==> src/mul_cfg_pkg.sv <==
`default_nettype none

package mul_cfg_pkg;

  // Operand width and width of the returned low product
  localparam int WORD_WIDTH = 32;

  // Factor width of each partial product
  localparam int NIBBLE_WIDTH = 4;

  // Request identifier, returned unchanged with the result
  localparam int TAG_WIDTH = 4;

  // Cycles from op_valid into the multiplier to res_valid
  localparam int MUL_LATENCY = 3;

  // Nibbles per operand
  localparam int NIBBLE_COUNT = WORD_WIDTH / NIBBLE_WIDTH;

  // Full product before truncation, upper half feeds overflow
  localparam int PRODUCT_WIDTH = 2 * WORD_WIDTH;

endpackage

`default_nettype wire

==> src/mul_types_pkg.sv <==
`default_nettype none

package mul_types_pkg;

  import mul_cfg_pkg::*;

  // Request identifier
  typedef logic [TAG_WIDTH-1:0] tag_t;

  // Operand pair from the producer
  typedef struct packed {
    logic [WORD_WIDTH-1:0] multiplicand;
    logic [WORD_WIDTH-1:0] multiplier;
    tag_t                  tag;
  } mul_req_t;

  // Result towards the consumer
  // Overflow set when any upper product bit is one
  typedef struct packed {
    logic [WORD_WIDTH-1:0] result;
    logic                  overflow;
    tag_t                  tag;
  } mul_rsp_t;

endpackage

`default_nettype wire

==> src/credit_fifo.sv <==
`timescale 1ns/1ps
`default_nettype none

module credit_fifo #(
  parameter int  DEPTH     = 4,
  parameter type payload_t = logic [7:0]
) (
  input  logic     clk,
  input  logic     rst_n,
  input  logic     push,
  input  payload_t push_data,
  input  logic     pop,
  output payload_t pop_data,
  output logic     empty,
  output logic     full
);

  localparam int PTR_W = (DEPTH > 1) ? $clog2(DEPTH) : 1;
  localparam int CNT_W = $clog2(DEPTH + 1);

  payload_t         mem [DEPTH];
  logic [PTR_W-1:0] wr_ptr;
  logic [PTR_W-1:0] rd_ptr;
  logic [CNT_W-1:0] count;

  // Wrap at DEPTH, so depths need not be a power of two
  function automatic logic [PTR_W-1:0] next_ptr(input logic [PTR_W-1:0] ptr);
    logic [PTR_W-1:0] nxt;
    if (ptr == PTR_W'(DEPTH - 1))
      nxt = '0;
    else
      nxt = ptr + 1'b1;
    return nxt;
  endfunction

  // Storage
  always_ff @(posedge clk)
  begin
    if (push)
      mem[wr_ptr] <= push_data;
  end

  // Pointers and occupancy
  always_ff @(posedge clk or negedge rst_n)
  begin
    if (!rst_n)
    begin
      wr_ptr <= '0;
      rd_ptr <= '0;
      count  <= '0;
    end
    else
    begin
      if (push)
        wr_ptr <= next_ptr(wr_ptr);
      if (pop)
        rd_ptr <= next_ptr(rd_ptr);
      // Simultaneous push and pop keeps the count
      case ({push, pop})
        2'b10:   count <= count + 1'b1;
        2'b01:   count <= count - 1'b1;
        default: count <= count;
      endcase
    end
  end

  // Head entry, read without a register stage
  assign pop_data = mem[rd_ptr];
  assign empty    = (count == '0);
  assign full     = (count == CNT_W'(DEPTH));

  // A push into a full FIFO means the sender overspent its credits
  a_no_push_when_full: assert property (@(posedge clk) disable iff (!rst_n) push |-> !full);

  // Reader must only pop a present entry
  a_no_pop_when_empty: assert property (@(posedge clk) disable iff (!rst_n) pop |-> !empty);

endmodule

`default_nettype wire

==> src/mul_issue.sv <==
`timescale 1ns/1ps
`default_nettype none

module mul_issue #(
  parameter int IN_DEPTH  = 4,
  parameter int OUT_DEPTH = 4
) (
  input  logic                    clk,
  input  logic                    rst_n,
  input  logic                    req_valid,
  input  mul_types_pkg::mul_req_t req,
  output logic                    req_credit,
  input  logic                    slot_free,
  output logic                    op_valid,
  output mul_types_pkg::mul_req_t op
);

  import mul_types_pkg::*;

  localparam int SLOT_W = $clog2(OUT_DEPTH + 1);

  logic              fifo_empty;
  logic [SLOT_W-1:0] slots;

  // Request buffer, sized to the producer's initial credits
  credit_fifo #(
    .DEPTH     (IN_DEPTH),
    .payload_t (mul_req_t)
  ) u_req_fifo (
    .clk       (clk),
    .rst_n     (rst_n),
    .push      (req_valid),
    .push_data (req),
    .pop       (op_valid),
    .pop_data  (op),
    .empty     (fifo_empty),
    .full      ()
  );

  // Issue only with a retire slot reserved, the multiplier never stalls
  assign op_valid   = !fifo_empty && (slots != '0);
  // Every pop frees one input entry, so one credit goes back
  assign req_credit = op_valid;

  // Free retire slots: issue takes one, slot_free returns one
  always_ff @(posedge clk or negedge rst_n)
  begin
    if (!rst_n)
      slots <= SLOT_W'(OUT_DEPTH);
    else
    begin
      case ({op_valid, slot_free})
        2'b10:   slots <= slots - 1'b1;
        2'b01:   slots <= slots + 1'b1;
        default: slots <= slots;
      endcase
    end
  end

  // Retire side never frees more slots than it holds
  a_slots_bounded: assert property (@(posedge clk) disable iff (!rst_n)
    slots <= SLOT_W'(OUT_DEPTH));

endmodule

`default_nettype wire

==> src/mul_retire.sv <==
`timescale 1ns/1ps
`default_nettype none

module mul_retire #(
  parameter int OUT_DEPTH        = 4,
  parameter int CONSUMER_CREDITS = 2
) (
  input  logic                    clk,
  input  logic                    rst_n,
  input  logic                    res_valid,
  input  mul_types_pkg::mul_rsp_t res,
  output logic                    slot_free,
  output logic                    rsp_valid,
  output mul_types_pkg::mul_rsp_t rsp,
  input  logic                    rsp_credit
);

  import mul_types_pkg::*;

  localparam int CRED_W = $clog2(CONSUMER_CREDITS + 1);

  logic              fifo_empty;
  logic [CRED_W-1:0] credits;

  // Result buffer, one entry per reservable slot
  credit_fifo #(
    .DEPTH     (OUT_DEPTH),
    .payload_t (mul_rsp_t)
  ) u_rsp_fifo (
    .clk       (clk),
    .rst_n     (rst_n),
    .push      (res_valid),
    .push_data (res),
    .pop       (rsp_valid),
    .pop_data  (rsp),
    .empty     (fifo_empty),
    .full      ()
  );

  // Present the head only when the consumer has room for it
  assign rsp_valid = !fifo_empty && (credits != '0);
  // Leaving entry frees a slot for the issue side
  assign slot_free = rsp_valid;

  // Consumer credits: spent on present, returned by rsp_credit
  always_ff @(posedge clk or negedge rst_n)
  begin
    if (!rst_n)
      credits <= CRED_W'(CONSUMER_CREDITS);
    else
    begin
      case ({rsp_valid, rsp_credit})
        2'b10:   credits <= credits - 1'b1;
        2'b01:   credits <= credits + 1'b1;
        default: credits <= credits;
      endcase
    end
  end

  // Consumer never returns more credits than it was given
  a_credits_bounded: assert property (@(posedge clk) disable iff (!rst_n)
    credits <= CRED_W'(CONSUMER_CREDITS));

endmodule

`default_nettype wire

==> src/mul_unit_top.sv <==
`timescale 1ns/1ps
`default_nettype none

module mul_unit_top #(
  parameter int IN_DEPTH         = 4,
  parameter int OUT_DEPTH        = 4,
  parameter int CONSUMER_CREDITS = 2
) (
  input  logic                    clk,
  input  logic                    rst_n,
  input  logic                    req_valid,
  input  mul_types_pkg::mul_req_t req,
  output logic                    req_credit,
  output logic                    rsp_valid,
  output mul_types_pkg::mul_rsp_t rsp,
  input  logic                    rsp_credit
);

  import mul_types_pkg::*;

  logic     op_valid;
  mul_req_t op;
  logic     res_valid;
  mul_rsp_t res;
  logic     slot_free;

  // Input side, holds requests until a retire slot is reserved
  mul_issue #(
    .IN_DEPTH  (IN_DEPTH),
    .OUT_DEPTH (OUT_DEPTH)
  ) u_issue (
    .clk        (clk),
    .rst_n      (rst_n),
    .req_valid  (req_valid),
    .req        (req),
    .req_credit (req_credit),
    .slot_free  (slot_free),
    .op_valid   (op_valid),
    .op         (op)
  );

  // Fixed-latency datapath
  nibble_multiplier u_mult (
    .clk       (clk),
    .rst_n     (rst_n),
    .op_valid  (op_valid),
    .op        (op),
    .res_valid (res_valid),
    .res       (res)
  );

  // Output side, in-order results paced by consumer credits
  mul_retire #(
    .OUT_DEPTH        (OUT_DEPTH),
    .CONSUMER_CREDITS (CONSUMER_CREDITS)
  ) u_retire (
    .clk        (clk),
    .rst_n      (rst_n),
    .res_valid  (res_valid),
    .res        (res),
    .slot_free  (slot_free),
    .rsp_valid  (rsp_valid),
    .rsp        (rsp),
    .rsp_credit (rsp_credit)
  );

endmodule

`default_nettype wire

==> src/nibble_multiplier.sv <==
`timescale 1ns/1ps
`default_nettype none

module nibble_multiplier (
  input  logic                    clk,
  input  logic                    rst_n,
  input  logic                    op_valid,
  input  mul_types_pkg::mul_req_t op,
  output logic                    res_valid,
  output mul_types_pkg::mul_rsp_t res
);

  import mul_cfg_pkg::*;
  import mul_types_pkg::*;

  localparam int PW    = PRODUCT_WIDTH;
  // 64 nibble pair products
  localparam int TERMS = NIBBLE_COUNT * NIBBLE_COUNT;
  // Width of the row registered after stage 1
  localparam int ROW1  = TERMS / 2;
  // Stage 2 halves twice more
  localparam int ROW2  = ROW1 / 4;

  logic [PW-1:0] pp       [TERMS];
  logic [PW-1:0] row1_d   [ROW1];
  logic [PW-1:0] s1_row   [ROW1];
  logic [PW-1:0] half_row [ROW1/2];
  logic [PW-1:0] row2_d   [ROW2];
  logic [PW-1:0] s2_row   [ROW2];
  logic [PW-1:0] quad     [ROW2/2];
  logic [PW-1:0] pair     [ROW2/4];
  logic [PW-1:0] full_prod;

  logic s1_valid;
  logic s2_valid;
  tag_t s1_tag;
  tag_t s2_tag;

  // Stage 1: every nibble pair, shifted to its weight, then pairs summed
  always_comb
  begin
    for (int i = 0; i < NIBBLE_COUNT; i++)
    begin
      for (int j = 0; j < NIBBLE_COUNT; j++)
      begin
        pp[i*NIBBLE_COUNT + j] =
          (PW'(op.multiplicand[i*NIBBLE_WIDTH +: NIBBLE_WIDTH]) *
           PW'(op.multiplier[j*NIBBLE_WIDTH +: NIBBLE_WIDTH])) << ((i + j) * NIBBLE_WIDTH);
      end
    end
    for (int k = 0; k < ROW1; k++)
      row1_d[k] = pp[2*k] + pp[2*k + 1];
  end

  // Stage 2: 32 terms down to 8
  always_comb
  begin
    for (int k = 0; k < ROW1/2; k++)
      half_row[k] = s1_row[2*k] + s1_row[2*k + 1];
    for (int k = 0; k < ROW2; k++)
      row2_d[k] = half_row[2*k] + half_row[2*k + 1];
  end

  // Stage 3: 8 terms down to the full product
  always_comb
  begin
    for (int k = 0; k < ROW2/2; k++)
      quad[k] = s2_row[2*k] + s2_row[2*k + 1];
    for (int k = 0; k < ROW2/4; k++)
      pair[k] = quad[2*k] + quad[2*k + 1];
    full_prod = pair[0] + pair[1];
  end

  // Valid chain, one bit per stage
  always_ff @(posedge clk or negedge rst_n)
  begin
    if (!rst_n)
    begin
      s1_valid  <= 1'b0;
      s2_valid  <= 1'b0;
      res_valid <= 1'b0;
    end
    else
    begin
      s1_valid  <= op_valid;
      s2_valid  <= s1_valid;
      res_valid <= s2_valid;
    end
  end

  // Data and tag, loaded only behind a valid
  always_ff @(posedge clk)
  begin
    if (op_valid)
    begin
      s1_row <= row1_d;
      s1_tag <= op.tag;
    end
    if (s1_valid)
    begin
      s2_row <= row2_d;
      s2_tag <= s1_tag;
    end
    if (s2_valid)
    begin
      res.result   <= full_prod[WORD_WIDTH-1:0];
      // Any upper bit set means the low word lost information
      res.overflow <= |full_prod[PW-1:WORD_WIDTH];
      res.tag      <= s2_tag;
    end
  end

endmodule

`default_nettype wire

==> config.mk <==
export PLATFORM = sky130hd
export DESIGN_NAME = mul_unit_top
export DESIGN_NICKNAME = d
export VERILOG_FILES = /design/src/mul_cfg_pkg.sv /design/src/mul_types_pkg.sv /design/src/credit_fifo.sv /design/src/mul_issue.sv /design/src/mul_retire.sv /design/src/mul_unit_top.sv /design/src/nibble_multiplier.sv
export SDC_FILE = /design/constraint.sdc
export NUM_CORES = 2
export LEC_CHECK = 0
export ABC_AREA = 1
export BUFFER_PORTS_ARGS = -buffer_cell sky130_fd_sc_hd__buf_2
export CAP_MARGIN = 20
export CORE_MARGIN = 4
export CORE_UTILIZATION = 37
export CTS_CLUSTER_SIZE = 24
export DETAILED_ROUTE_END_ITERATION = 16
export GPL_TIMING_DRIVEN = 0
export PLACE_DENSITY = 0.5
export SYNTH_ARGS = -nofsm -noshare
export SYNTH_HDL_FRONTEND = slang
export SYNTH_SLANG_ARGS = --single-unit
export TNS_END_PERCENT = 50
==> constraint.sdc <==
create_clock -name clk -period 13.65 [get_ports clk]
set_clock_uncertainty 0.05 [all_clocks]
set_input_delay 1.365 -clock clk [delete_from_list [all_inputs] [get_ports clk]]
set_output_delay 1.365 -clock clk [all_outputs]
set_load 0.05 [all_outputs]
==> results.md <==
- Status: completed
- Warnings from Yosys: 0
- Critical Path AT: between 7 and 8 ns
- Tcrit/Tclk final: 0.524
- VDD IR max: 110 uV
- Crit Path Max Fanout: 10
- EDFF count, synth: 1,182
- Pre-antenna DRT Iters: 6
- Die H: 509 microns
- Ys flop type: edfxtp_1
- DRT antenna net count: 0
- Total leakage power: 47.5 nW
- Fillers: ~24,000
- Fmax: 140 MHz
- Final nets: 11,600
- Seq/Total Area, Yosys: 0.389
- Gpl congestion: 0.943
- Hold path depth: 0
- DRT iter0 DRCs: 5,562
- Asr flop ratio synth: 0.0183
- Max cap viols: 0
- RSZ-0062 raised after global routing: no
- Mean routed wirelength per cell: 24.3 microns
- Syn Inst Count: 9,565
- CTS tree: built
- Die area: 259,000 sq um
- Hold path start: u_mult.s1_row[472]$_DFFE_PP_
- Yosys cell types: 65
- Critical setup path kind: reg2reg
- Top cells by area, synth: edfxtp_1 (38%), ha_1 (16%), fa_1 (10%)
- Total wire length: 322,000 microns
- Dominant cell type by area after synthesis: edfxtp_1
- Non-filler instance count after layout: about 13,000
- Vias in the first global route: approximately 67,000
- Clk pin slew, worst setup/hold paths: 0.06 ns
- Initial antenna violation count: 45
- Initial Util: 0.372
- FP Rows: 183
- Avg Synthesized Cell Area: 9.69 sq um
- Reg2reg end: u_mult.s1_row[426]$_DFFE_PP_
- Worst setup EP type: flop
- IO Count: 111
- Clk sinks: around 1,200
- Tmin final: just over 7 ns
- Htree depth: 4
- Final HPWL DP: 261,000 microns
- Layout cells sized above 1: 0.0736
- Finish-stage setup viols: 0
- Final Hold Viols: 0
- Setup crit start kind: flop
- I/O Buffers: 109
- Core Area: 249,000 sq um
- Hold WS: 0.359 ns
- Global-route wire length before repair: 464,000 microns
- Residual DRC count: 0
- Slew Limit Fails: 0
- Worst reg-to-reg path cell count: 19
- Vias: 67,300
- Layout area overhead: 11.0%
- #FFs+latches synth: 1,204
- Clock tree buffer depth: 3
- Skew-Pair Late Insertion Delay: 0.84 ns
- Pwr Density: 151 nW/um^2
- Count of hold buffers inserted by post-cts repair: 0
- Synth Cell Area: around 90,000 sq um
- WP data required: 14.15 ns
- Worst-Margin Slew: 1.49 ns
- Largest net degree at the start of global routing: 121
- DIE WIDTH: 509 microns
- Relative slew slack: 0.00548
- Syn nets: 11,300
- GRT Total Usage: 0.249
- Num CTS Buffers: 143
- Hold Path Sink: u_mult.s2_row[88]$_DFFE_PP_
- Worst R2R Setup Slack: between 6 and 7 ns
- Detailed-route vias per instance: 5.06
- Synth top area share: 0.383
- Post_cts resized: 0
- Postcts setup bufs: 0
- Worst hold path type: reg2reg
- Global route total overflow: 0
- RR Startpoint: u_issue.u_req_fifo.rd_ptr[1]$_DFFE_PN0P_
- Clock root buffer: clkbuf_16
- Placed insts: ~13,000
-- logic make-up (layout without fill, tap and decap cells) --
family	Yosys count	after routing	share of synthesized area
AO/OA/AOI/OAI	1059	1059	0.0727
XOR/XNOR	639	639	0.0604
adder cells (fa/ha/maj)	1659	1659	0.263
buffers and inverters	1739	2133	0.0728
flip-flops	1204	1204	0.389
multiplexers	1	1	0.000121
other	0	7	0
AND/OR/NAND/NOR	3264	3264	0.142
-- cell type report --
class | instances | area [sq um] | share of cell area
Sequential cell | 1204 | 36100 | 0.350
Clock buffer | 176 | 3740 | 0.0364
Antenna cell | 7 | 17.5 | 0.000170
Buffer | 215 | 1030 | 0.0100
Tap cell | 3330 | 4170 | 0.0405
Multi-Input combinational cell | 6622 | 49900 | 0.485
Inverter | 1524 | 5740 | 0.0558
Timing Repair Buffer | 134 | 1110 | 0.0108
Clock inverter | 84 | 1070 | 0.0104
-- synth_stat cells (66+ instances only) --
master / instances
ha_1: 1179
o21ai_0: 240
buf_2: 139
nand3_1: 249
nand2_1: 1668
xnor2_1: 233
nor2_1: 1109
inv_2: 71
xor2_1: 406
inv_1: 1451
fa_1: 480
edfxtp_1: 1182
nor3_1: 66
a21oi_1: 483
-- stage by stage --
| stage | setup slack, ns | power (mW) | instance area [sq um] | util | TNS, ns |
|---|---|---|---|---|---|
| finish | 6.50 | 15.5 | 103000 | 0.413 | 0 |
| global route | 6.16 | 16.5 | 103000 | 0.413 | 0 |
| CTS | 6.51 | 15.5 | 103000 | 0.413 | 0 |
| detailed placement | 6.53 | 11.5 | 98000 | 0.394 | 0 |
| global placement | -2.64 | 11.4 | 97400 | 0.391 | -240.43 |
| floorplan | 2.47 | 9.05 | 92700 | - | 0 |
-- critical path: stages (launching register included) --
cell and delay (ns):
dfrtp_1 0.48, inv_2 0.21, buf_2 0.36, a32oi_2 0.55, inv_2 0.66, clkbuf_1 0.88
nor2_1 0.15, fa_1 0.52, inv_1 0.05, fa_1 0.53, inv_1 0.07, fa_1 0.45
xor2_1 0.21, ha_1 0.22, inv_1 0.06, fa_1 0.40, nor2_1 0.12, a211oi_1 0.07
nor3b_1 0.32, xor2_1 0.48
-- worst max-delay path by stage --
stage          depth (start not counted)                                 endpoint                                startpoint
2_1_floorplan                         10  u_issue.u_req_fifo.count[2]$_DFFE_PN0P_              u_issue.slots[2]$_DFFE_PN1P_
3_3_place_gp                           5                               req_credit              u_issue.slots[2]$_DFFE_PN1P_
3_5_place_dp                          20             u_mult.s1_row[428]$_DFFE_PP_  u_issue.u_req_fifo.rd_ptr[1]$_DFFE_PN0P_
4_1_cts                               20             u_mult.s1_row[428]$_DFFE_PP_  u_issue.u_req_fifo.rd_ptr[1]$_DFFE_PN0P_
5_1_grt                               22            u_mult.s1_row[1379]$_DFFE_PP_  u_issue.u_req_fifo.rd_ptr[1]$_DFFE_PN0P_
6_report                              19             u_mult.s1_row[426]$_DFFE_PP_  u_issue.u_req_fifo.rd_ptr[1]$_DFFE_PN0P_
-- layer usage --
layer | up-vias | track usage | part of all wire
li1 | 32000 | - | -
met5 | - | 0 | 0.00026
met3 | 495 | 0.0412 | 0.064
met2 | 1954 | 0.394 | 0.44
met1 | 32900 | 0.341 | 0.44
met4 | 12 | 0.101 | 0.048
-- sequential cells by signal (all words and copies together), names as in the netlist --
register and count:
u_mult.s1_row 415, u_mult.s2_row 302, u_issue.u_req_fifo.mem 272, u_retire.u_rsp_fifo.mem 148, u_mult.res 37, u_mult.s1_tag 4, u_mult.s2_tag 4, u_issue.slots 3
u_issue.u_req_fifo.count 3, u_retire.u_rsp_fifo.count 3, u_issue.u_req_fifo.rd_ptr 2, u_issue.u_req_fifo.wr_ptr 2, u_retire.credits 2, u_retire.u_rsp_fifo.rd_ptr 2, u_retire.u_rsp_fifo.wr_ptr 2, u_mult.res_valid 1
u_mult.s1_valid 1, u_mult.s2_valid 1
-- power breakdown --
group / switching (mW) / total, mW / internal (mW)
logic: 4.62 / 7.00 / 2.38
clock network: 1.65 / 3.92 / 2.27
registers: 0.0311 / 4.59 / 4.56
total: 6.30 / 15.5 / 9.21
-- cell usage in the layout, fill, tap and decap left out, types with 53 or more instances in the layout --
cell / n
ha_1: 1179
xnor2_1: 233
a21o_1: 53
o21ai_0: 240
clkbuf_16: 145
nand3_1: 249
nor2_1: 1109
xor2_1: 406
fa_1: 480
edfxtp_1: 1182
inv_2: 75
clkbuf_1: 91
buf_2: 248
nand2_1: 1668
inv_1: 1442
a21oi_1: 483
nor3_1: 66
Note: power is estimated with default switching activity, not from simulation.
